File: src/design/ex_params.svh
// Execute stage widths shared by packages, RTL and testbench
`ifndef EX_PARAMS_SVH
`define EX_PARAMS_SVH

// ------------------------------
// Datapath widths
// ------------------------------

// One machine word, data and addresses alike
`define EX_XLEN 32

// Scoreboard entry tag carried with every issue
`define EX_TRANS_ID_BITS 3

// Standard RISC-V CSR address field
`define EX_CSR_ADDR_BITS 12

`endif

File: src/design/ex_types_pkg.sv
// Issue-side types: operations, issue payload and write-back word
`default_nettype none

`include "ex_params.svh"

package ex_types_pkg;

    // ------------------------------
    // Operations
    // ------------------------------

    // ALU ops, branch compares, multiply, CSR access
    typedef enum logic [4:0] {
        ADD,
        SUB,
        AND,
        OR,
        XOR,
        SLL,
        SRL,
        SRA,
        SLT,
        SLTU,
        EQ,
        NE,
        LT,
        GE,
        LTU,
        GEU,
        MUL,
        CSRRW
    } fu_op_t;

    // ------------------------------
    // Issue and write-back payloads
    // ------------------------------

    // Shared issue payload, same for every unit
    typedef struct packed {
        fu_op_t                       operation;
        logic [`EX_XLEN-1:0]          operand_a;
        logic [`EX_XLEN-1:0]          operand_b;
        logic [`EX_XLEN-1:0]          imm;
        logic [`EX_TRANS_ID_BITS-1:0] trans_id;
    } fu_data_t;

    // Single write-back port into the scoreboard
    typedef struct packed {
        logic                         valid;
        logic [`EX_TRANS_ID_BITS-1:0] trans_id;
        logic [`EX_XLEN-1:0]          result;
    } wb_t;

endpackage

`default_nettype wire

File: src/design/ex_branch_pkg.sv
// Branch prediction, branch resolution and exception types
`default_nettype none

`include "ex_params.svh"

package ex_branch_pkg;

    // Prediction made by the frontend
    typedef struct packed {
        logic                predict_taken;
        logic [`EX_XLEN-1:0] predict_address;
    } branch_predict_t;

    // Outcome sent back to the frontend
    typedef struct packed {
        logic                valid;
        logic [`EX_XLEN-1:0] pc;
        logic [`EX_XLEN-1:0] target_address;
        logic                is_taken;
        logic                is_mispredict;
    } bp_resolve_t;

    // Synchronous exception from the execute stage
    // Cause 0 is instruction address misaligned
    typedef struct packed {
        logic                valid;
        logic [3:0]          cause;
        logic [`EX_XLEN-1:0] tval;
    } exception_t;

endpackage

`default_nettype wire

File: src/design/ex_alu.sv
// Combinational ALU with arithmetic, logic, shift, set-less-than and branch compare
`default_nettype none

`include "ex_params.svh"

module ex_alu (
    input  ex_types_pkg::fu_data_t fu_data_i,
    output logic [`EX_XLEN-1:0]    result_o,
    output logic                   branch_res_o
);

    import ex_types_pkg::*;

    logic [`EX_XLEN-1:0] op_a;
    logic [`EX_XLEN-1:0] op_b;
    logic [4:0]          shamt;
    logic                lt_signed;
    logic                lt_unsigned;
    logic                equal;

    assign op_a  = fu_data_i.operand_a;
    assign op_b  = fu_data_i.operand_b;
    // Only low 5 bits count for a 32-bit shift
    assign shamt = op_b[4:0];

    // Comparators shared by SLT* and the branch compares
    assign lt_signed   = $signed(op_a) < $signed(op_b);
    assign lt_unsigned = op_a < op_b;
    assign equal       = op_a == op_b;

    // ------------------------------
    // Result mux
    // ------------------------------
    always_comb begin
        result_o = '0;
        case (fu_data_i.operation)
            ADD:  result_o = op_a + op_b;
            SUB:  result_o = op_a - op_b;
            AND:  result_o = op_a & op_b;
            OR:   result_o = op_a | op_b;
            XOR:  result_o = op_a ^ op_b;
            SLL:  result_o = op_a << shamt;
            SRL:  result_o = op_a >> shamt;
            SRA:  result_o = $unsigned($signed(op_a) >>> shamt);
            SLT:  result_o = {{(`EX_XLEN-1){1'b0}}, lt_signed};
            SLTU: result_o = {{(`EX_XLEN-1){1'b0}}, lt_unsigned};
            // Compares, MUL and CSRRW leave the result at zero
            default: result_o = '0;
        endcase
    end

    // ------------------------------
    // Branch compare
    // ------------------------------
    always_comb begin
        branch_res_o = 1'b0;
        case (fu_data_i.operation)
            EQ:  branch_res_o = equal;
            NE:  branch_res_o = ~equal;
            LT:  branch_res_o = lt_signed;
            GE:  branch_res_o = ~lt_signed;
            LTU: branch_res_o = lt_unsigned;
            GEU: branch_res_o = ~lt_unsigned;
            default: branch_res_o = 1'b0;
        endcase
    end

endmodule

`default_nettype wire

File: src/design/ex_branch_unit.sv
// Branch unit computing link address, target, mispredict and misaligned-target exception
`default_nettype none

`include "ex_params.svh"

module ex_branch_unit (
    input  ex_types_pkg::fu_data_t         fu_data_i,
    input  logic [`EX_XLEN-1:0]            pc_i,
    input  logic                           is_compressed_i,
    input  logic                           branch_valid_i,
    input  logic                           branch_res_i,
    input  ex_branch_pkg::branch_predict_t branch_predict_i,
    output logic [`EX_XLEN-1:0]            link_o,
    output ex_branch_pkg::bp_resolve_t     resolved_branch_o,
    output logic                           resolve_branch_o,
    output ex_branch_pkg::exception_t      branch_exception_o
);

    import ex_types_pkg::*;
    import ex_branch_pkg::*;

    logic [`EX_XLEN-1:0] pc_step;
    logic [`EX_XLEN-1:0] target;
    logic                mispredict;

    // Compressed instructions are 2 bytes long
    assign pc_step = is_compressed_i ? `EX_XLEN'(2) : `EX_XLEN'(4);
    assign link_o  = pc_i + pc_step;

    // Not taken falls through to the link address
    assign target = branch_res_i ? (pc_i + fu_data_i.imm) : link_o;

    // Wrong direction or wrong next address
    assign mispredict = (branch_predict_i.predict_taken != branch_res_i)
                      | (branch_predict_i.predict_address != target);

    // ------------------------------
    // Resolution to the frontend
    // ------------------------------
    always_comb begin
        resolved_branch_o.valid          = branch_valid_i;
        resolved_branch_o.pc             = pc_i;
        resolved_branch_o.target_address = target;
        resolved_branch_o.is_taken       = branch_valid_i & branch_res_i;
        resolved_branch_o.is_mispredict  = branch_valid_i & mispredict;
    end

    // One pulse per issued branch
    assign resolve_branch_o = branch_valid_i;

    // ------------------------------
    // Misaligned target
    // ------------------------------
    // Halfword alignment is enough with compressed support
    always_comb begin
        branch_exception_o.valid = branch_valid_i & branch_res_i & target[0];
        branch_exception_o.cause = 4'd0;
        branch_exception_o.tval  = target;
    end

endmodule

`default_nettype wire

File: src/design/ex_csr_buffer.sv
// Single-entry CSR buffer holding the address until commit or flush
`default_nettype none

`include "ex_params.svh"

module ex_csr_buffer (
    input  logic                         clk_i,
    input  logic                         reset_i,
    input  logic                         flush_i,
    input  logic                         csr_valid_i,
    input  logic                         csr_commit_i,
    input  ex_types_pkg::fu_data_t       fu_data_i,
    output logic                         full_o,
    output logic [`EX_XLEN-1:0]          csr_result_o,
    output logic [`EX_CSR_ADDR_BITS-1:0] csr_addr_o
);

    import ex_types_pkg::*;

    logic                         full_q;
    logic [`EX_CSR_ADDR_BITS-1:0] addr_q;

    // Write data goes straight to write-back, the CSR file reads it at commit
    assign csr_result_o = fu_data_i.operand_a;

    // Occupancy flag
    // Issue is blocked while full, so no new entry collides with commit
    always_ff @(posedge clk_i) begin
        if (reset_i) begin
            full_q <= 1'b0;
        end else if (flush_i || csr_commit_i) begin
            full_q <= 1'b0;
        end else if (csr_valid_i) begin
            full_q <= 1'b1;
        end
    end

    // Address field from operand_b
    always_ff @(posedge clk_i) begin
        if (csr_valid_i) begin
            addr_q <= fu_data_i.operand_b[`EX_CSR_ADDR_BITS-1:0];
        end
    end

    assign full_o     = full_q;
    assign csr_addr_o = addr_q;

endmodule

`default_nettype wire

File: src/design/ex_mult.sv
// One-cycle multiplier returning the low word of the product with its transaction ID
`default_nettype none

`include "ex_params.svh"

module ex_mult (
    input  logic                         clk_i,
    input  logic                         reset_i,
    input  logic                         flush_i,
    input  logic                         mult_valid_i,
    input  ex_types_pkg::fu_data_t       fu_data_i,
    output logic                         mult_valid_o,
    output logic [`EX_TRANS_ID_BITS-1:0] mult_trans_id_o,
    output logic [`EX_XLEN-1:0]          mult_result_o
);

    import ex_types_pkg::*;

    logic [`EX_XLEN-1:0]          product_lo;
    logic                         valid_q;
    logic [`EX_TRANS_ID_BITS-1:0] trans_id_q;
    logic [`EX_XLEN-1:0]          result_q;

    // ------------------------------
    // Product
    // ------------------------------
    // Low word is the same for signed and unsigned operands
    assign product_lo = fu_data_i.operand_a * fu_data_i.operand_b;

    // ------------------------------
    // Output stage
    // ------------------------------
    // Flush in the issue cycle kills the result
    always_ff @(posedge clk_i) begin
        if (reset_i) begin
            valid_q <= 1'b0;
        end else begin
            valid_q <= mult_valid_i & ~flush_i;
        end
    end

    // Payload only loads on issue
    always_ff @(posedge clk_i) begin
        if (mult_valid_i) begin
            result_q   <= product_lo;
            trans_id_q <= fu_data_i.trans_id;
        end
    end

    // Valid lasts one cycle, so a new issue fits right after write-back
    assign mult_valid_o    = valid_q;
    assign mult_trans_id_o = trans_id_q;
    assign mult_result_o   = result_q;

endmodule

`default_nettype wire

File: src/design/ex_flu_ctrl.sv
// Fixed-latency unit control: input silencing, issue ready and write-back select
`default_nettype none

`include "ex_params.svh"

module ex_flu_ctrl (
    input  logic                         alu_valid_i,
    input  logic                         branch_valid_i,
    input  logic                         csr_valid_i,
    input  logic                         mult_valid_i,
    input  ex_types_pkg::fu_data_t       fu_data_i,
    input  logic [`EX_XLEN-1:0]          alu_result_i,
    input  logic [`EX_XLEN-1:0]          branch_result_i,
    input  logic [`EX_XLEN-1:0]          csr_result_i,
    input  logic [`EX_XLEN-1:0]          mult_result_i,
    input  logic                         csr_full_i,
    input  logic                         mult_valid_i_r,
    input  logic [`EX_TRANS_ID_BITS-1:0] mult_trans_id_i,
    output ex_types_pkg::fu_data_t       alu_data_o,
    output ex_types_pkg::fu_data_t       mult_data_o,
    output ex_types_pkg::wb_t            flu_wb_o,
    output logic                         flu_ready_o
);

    import ex_types_pkg::*;

    // ------------------------------
    // Input silencing
    // ------------------------------
    // ALU also serves the branch compares
    assign alu_data_o  = (alu_valid_i | branch_valid_i) ? fu_data_i : '0;
    assign mult_data_o = mult_valid_i ? fu_data_i : '0;

    // ------------------------------
    // Write-back select
    // ------------------------------
    always_comb begin
        flu_wb_o.valid    = alu_valid_i | branch_valid_i | csr_valid_i | mult_valid_i_r;
        // Branch link is the default result
        flu_wb_o.result   = branch_result_i;
        flu_wb_o.trans_id = fu_data_i.trans_id;
        if (alu_valid_i) begin
            flu_wb_o.result = alu_result_i;
        end else if (csr_valid_i) begin
            flu_wb_o.result = csr_result_i;
        end else if (mult_valid_i_r) begin
            // Delayed result carries its own tag
            flu_wb_o.result   = mult_result_i;
            flu_wb_o.trans_id = mult_trans_id_i;
        end
    end

    // ------------------------------
    // Issue ready
    // ------------------------------
    // Hold off while the CSR entry waits or the multiplier owns the port
    assign flu_ready_o = ~csr_full_i & ~mult_valid_i_r;

endmodule

`default_nettype wire

File: src/design/ex_stage.sv
// Execute stage top: ALU, branch unit, CSR buffer and multiplier on one issue and write-back port
`default_nettype none

`include "ex_params.svh"

module ex_stage (
    input  logic                           clk_i,
    input  logic                           reset_i,
    input  logic                           flush_i,
    input  ex_types_pkg::fu_data_t         fu_data_i,
    input  logic [`EX_XLEN-1:0]            pc_i,
    input  logic                           is_compressed_i,
    input  ex_branch_pkg::branch_predict_t branch_predict_i,
    input  logic                           alu_valid_i,
    input  logic                           branch_valid_i,
    input  logic                           csr_valid_i,
    input  logic                           mult_valid_i,
    input  logic                           csr_commit_i,
    output ex_types_pkg::wb_t              flu_wb_o,
    output logic                           flu_ready_o,
    output ex_branch_pkg::bp_resolve_t     resolved_branch_o,
    output logic                           resolve_branch_o,
    output ex_branch_pkg::exception_t      flu_exception_o,
    output logic [`EX_CSR_ADDR_BITS-1:0]   csr_addr_o
);

    import ex_types_pkg::*;

    // Silenced unit inputs
    fu_data_t                     alu_data;
    fu_data_t                     mult_data;
    // Unit results back to control
    logic [`EX_XLEN-1:0]          alu_result;
    logic                         alu_branch_res;
    logic [`EX_XLEN-1:0]          branch_link;
    logic [`EX_XLEN-1:0]          csr_result;
    logic                         csr_full;
    logic                         mult_valid;
    logic [`EX_TRANS_ID_BITS-1:0] mult_trans_id;
    logic [`EX_XLEN-1:0]          mult_result;

    ex_flu_ctrl u_flu_ctrl (
        .alu_valid_i     (alu_valid_i),
        .branch_valid_i  (branch_valid_i),
        .csr_valid_i     (csr_valid_i),
        .mult_valid_i    (mult_valid_i),
        .fu_data_i       (fu_data_i),
        .alu_result_i    (alu_result),
        .branch_result_i (branch_link),
        .csr_result_i    (csr_result),
        .mult_result_i   (mult_result),
        .csr_full_i      (csr_full),
        .mult_valid_i_r  (mult_valid),
        .mult_trans_id_i (mult_trans_id),
        .alu_data_o      (alu_data),
        .mult_data_o     (mult_data),
        .flu_wb_o        (flu_wb_o),
        .flu_ready_o     (flu_ready_o)
    );

    ex_alu u_alu (
        .fu_data_i    (alu_data),
        .result_o     (alu_result),
        .branch_res_o (alu_branch_res)
    );

    // Branch unit sees the raw payload, its path is already long
    ex_branch_unit u_branch_unit (
        .fu_data_i          (fu_data_i),
        .pc_i               (pc_i),
        .is_compressed_i    (is_compressed_i),
        .branch_valid_i     (branch_valid_i),
        .branch_res_i       (alu_branch_res),
        .branch_predict_i   (branch_predict_i),
        .link_o             (branch_link),
        .resolved_branch_o  (resolved_branch_o),
        .resolve_branch_o   (resolve_branch_o),
        .branch_exception_o (flu_exception_o)
    );

    ex_csr_buffer u_csr_buffer (
        .clk_i        (clk_i),
        .reset_i      (reset_i),
        .flush_i      (flush_i),
        .csr_valid_i  (csr_valid_i),
        .csr_commit_i (csr_commit_i),
        .fu_data_i    (fu_data_i),
        .full_o       (csr_full),
        .csr_result_o (csr_result),
        .csr_addr_o   (csr_addr_o)
    );

    ex_mult u_mult (
        .clk_i           (clk_i),
        .reset_i         (reset_i),
        .flush_i         (flush_i),
        .mult_valid_i    (mult_valid_i),
        .fu_data_i       (mult_data),
        .mult_valid_o    (mult_valid),
        .mult_trans_id_o (mult_trans_id),
        .mult_result_o   (mult_result)
    );

endmodule

`default_nettype wire

File: config.mk
export PLATFORM = sky130hd
export DESIGN_NAME = ex_stage
export DESIGN_NICKNAME = d
export VERILOG_FILES = /design/src/design/ex_types_pkg.sv /design/src/design/ex_branch_pkg.sv /design/src/design/ex_alu.sv /design/src/design/ex_branch_unit.sv /design/src/design/ex_csr_buffer.sv /design/src/design/ex_mult.sv /design/src/design/ex_flu_ctrl.sv /design/src/design/ex_stage.sv
export VERILOG_INCLUDE_DIRS = /design/src /design/src/design
export SDC_FILE = /design/constraint.sdc
export NUM_CORES = 2
export LEC_CHECK = 0
export BUFFER_PORTS_ARGS = -buffer_cell sky130_fd_sc_hd__buf_2
export CAP_MARGIN = 20
export CORE_UTILIZATION = 50
export CTS_BUF_LIST = sky130_fd_sc_hd__clkbuf_16
export DETAILED_ROUTE_END_ITERATION = 6
export PLACE_DENSITY_LB_ADDON = 0.25
export SLEW_MARGIN = 25
export SYNTH_ARGS = -nofsm -noshare
export SYNTH_HDL_FRONTEND = slang
export SYNTH_SLANG_ARGS = --single-unit
File: constraint.sdc
create_clock -name clk_i -period 13.21 [get_ports clk_i]
set_input_delay 2.642 -clock clk_i [delete_from_list [all_inputs] [get_ports clk_i]]
set_output_delay 2.642 -clock clk_i [all_outputs]
set_load 0.005 [all_outputs]
==> impl_results.md <==
- Setup WS pre-CTS: 2.12 ns
- Top_reg_cell synth: edfxtp_1
- Synth Register Bits: 49
- Initial DRC count: 3914
- Dpl cells: 4775
- Fin Setup TNS: 0 ns
- Pin count of the biggest net entering global routing: 158
- Die footprint: 0.0622 mm²
- Hold buffer count at cts: 0
- Worst relative slew slack: 27.9%
- I/O pin count: 332
- Synth area leader: fa_1
- Critical Path AT: 8.69 ns
- Row count: 90
- Pins over their slew limit: 0
- GRT Util Overall: 42.1%
- Setup-failing EPs final: 0
- CTS buffer count: 5
- Ys Warns: 0
- Clock input transition at the sequential cells of the worst setup and hold paths: 0.09 ns
- Leakage: 16.2 nW
- Post-synth EDFFs: 47
- Post-cts sizing count: 0
- Most frequent cells after synthesis: inv_1 (484), nand2_1 (419), fa_1 (412), and3_1 (332), a21oi_1 (299)
- Seq. cell area: 0.00145 mm²
- Worst vdd ir: 0.254 mV
- Gr ovfl total: 0
- Most common cell in the netlist: inv_1
- Fin worst setup slack: 1.88 ns
- Die Y: 249 µm
- Initial Utilization: 50.7%
- CP Capture Type: output port
- RSZ-0062 raised after global routing: false
- Status: complete, but fails checks
- Detail Route Antenna Nets: 0
- Placeable Area: 0.0604 mm²
- Ys async rst share: 0%
- Post-Syn Area: 0.0306 mm²
- Initial antenna violation count: 15
- Synth unique cells: 89
- Final hold vios: 0
- Synth top area share: 27.0%
- Syn_area_per_cell: 7.71 µm²
- Slew @ Worst Pin: 1.07 ns
- Avg WL per Cell: 27.9 µm
- Fraction of layout cells with a size suffix above 1: 11.1%
- Final period utilization: 85.8%
- Pwr/cell area: 163 mW/mm²
- Multi-input gate area: 0.0257 mm²
- Final cell count without fillers: 4786
- Vias in the first global route: 30200
- WL final: 133 mm
- Remaining DRCs: 4
- Area contributors post-synth: fa_1 (27%), ha_1 (10%), and3_1 (6.8%)
- Worst-path maximum fanout: 53
- Hpwl dp: 104 mm
- CTS tree: done
- Overall power: 0.00526 W
- Area delta synth->final: 5.24%
- Number of post-CTS setup repair buffers: 0
- Die Wd: 249 µm
- Max clock buf depth: 2
- Clk_skew: 0 ns
- Worst min-delay path class: flop to flop
- CTS root buf: clkbuf_16
- Nets@finish: 4843
- Latest clock arrival within the worst-skew pair: 0.34 ns
- Router iterations before antenna repair: 7
- Post-layout util: 53.3%
- Violated checks: design-rule violations
- WS Path Type: input pin to output port
- IO Port Bufs: 327
- CTS sink cnt: 49
- Fill count: 5970
- Max-cap viol count: 0
- First-pass GRT wire length: 195 mm
- GP Congestion: 1.07
- Tmin final: 11.33 ns
- H-tree depth: 2
- Fmax achieved: 0.0883 GHz
- CP required: 10.57 ns
- Vias: 31100
- Vias per cell: 6.49
- Sequential fraction of the synthesis area: 4.74%
- Synthesized instance count: 3968
- Startpoint types: input pin
## power breakdown
| part | total, W | internal [W] | switching [W] |
|---|---|---|---|
| clock network | 0.000154 | 0.0000732 | 0.0000806 |
| logic | 0.00465 | 0.00200 | 0.00265 |
| registers | 0.000458 | 0.000414 | 0.0000437 |
## cell type report
type                    instances  share of cell area, %
flip-flops and latches         49                   4.51
clock inverters                 3                 0.0894
diodes                          3                 0.0233
inverters                     485                   5.65
well taps                     782                   3.04
clock buffers                   5                  0.389
repair buffers                382                   6.40
multi-input cells            3077                   79.9
## layer usage
metal	vias up	global-route usage, %	routed length, µm
met2	2090	64.8	57900
li1	13400	-	-
met1	15200	55.2	51700
met3	394	9.70	15800
met5	-	0	88
met4	14	21.8	7960
## final timing paths
path                             from              endpoint  slack, ns  cells after the start
setup reg to reg  u_csr_buffer.full_o   u_csr_buffer.full_o      12.54                      2
setup / recovery          alu_valid_i  resolved_branch_o[0]       1.88                     19
hold / removal    u_csr_buffer.full_o   u_csr_buffer.full_o       0.50                      2
hold reg to reg   u_csr_buffer.full_o   u_csr_buffer.full_o       0.50                      2
## cell families (layout without fill, tap and decap cells)
logic type / Yosys count / count (layout) / share of synthesized area [%]
AND/OR/NAND/NOR: 1294 / 1294 / 20.6
buffers and inverters: 845 / 875 / 11.3
AO/OA/AOI/OAI: 830 / 830 / 17.3
adder cells (fa/ha/maj): 665 / 665 / 37.3
XOR/XNOR: 189 / 189 / 5.46
multiplexers: 95 / 95 / 3.18
flip-flops: 49 / 49 / 4.74
other: 1 / 7 / 0.0123
## cells in the final DEF, fill, tap and decap left out, drive strengths merged, types with 16 or more instances in the layout
cell / instances
xnor2: 120
o22ai: 55
nor3: 35
o211ai: 37
nor4: 21
mux2i: 80
a221o: 17
o21bai: 19
o21a: 16
a31oi: 21
a21o: 36
nand2: 419
ha: 253
nor2: 276
a21oi: 299
nor2b: 16
xor2: 68
and2: 37
a22oi: 23
fa: 412
inv: 486
or3: 20
a211oi: 40
nand3: 70
o21ai: 140
buf: 381
and3: 332
o221ai: 17
edfxtp: 47
a221oi: 22
## critical path: stages
cell and delay [ns]:
buf_2 0.29, or2_2 0.53, buf_4 0.38, nand2_1 0.17, ha_1 0.46, nor4_1 0.77
nand3_1 0.22, or3_1 0.43, nor4_2 0.34, xnor2_1 0.12, nor3b_2 0.25, a21o_2 0.19
buf_4 0.51, nor2_1 0.10, nor4_1 0.37, o2111ai_1 0.20, nor4_2 0.31, a41oi_1 0.18
buf_2 0.17
## registers in the layout, indices dropped and copies added, names as in the netlist
register,flops
u_mult.mult_result_o,32
u_csr_buffer.csr_addr_o,12
u_mult.mult_trans_id_o,3
u_csr_buffer.full_o,1
u_mult.mult_valid_o,1
## stage by stage
step | hold slack (ns) | cell area, µm²
floorplan | 0.469 | 30600
global placement | 0.480 | 32000
detailed placement | 0.487 | 32000
CTS | 0.500 | 32200
global route | 0.596 | 32200
finish | 0.501 | 32200
Note: power is estimated with default switching activity, not from simulation.
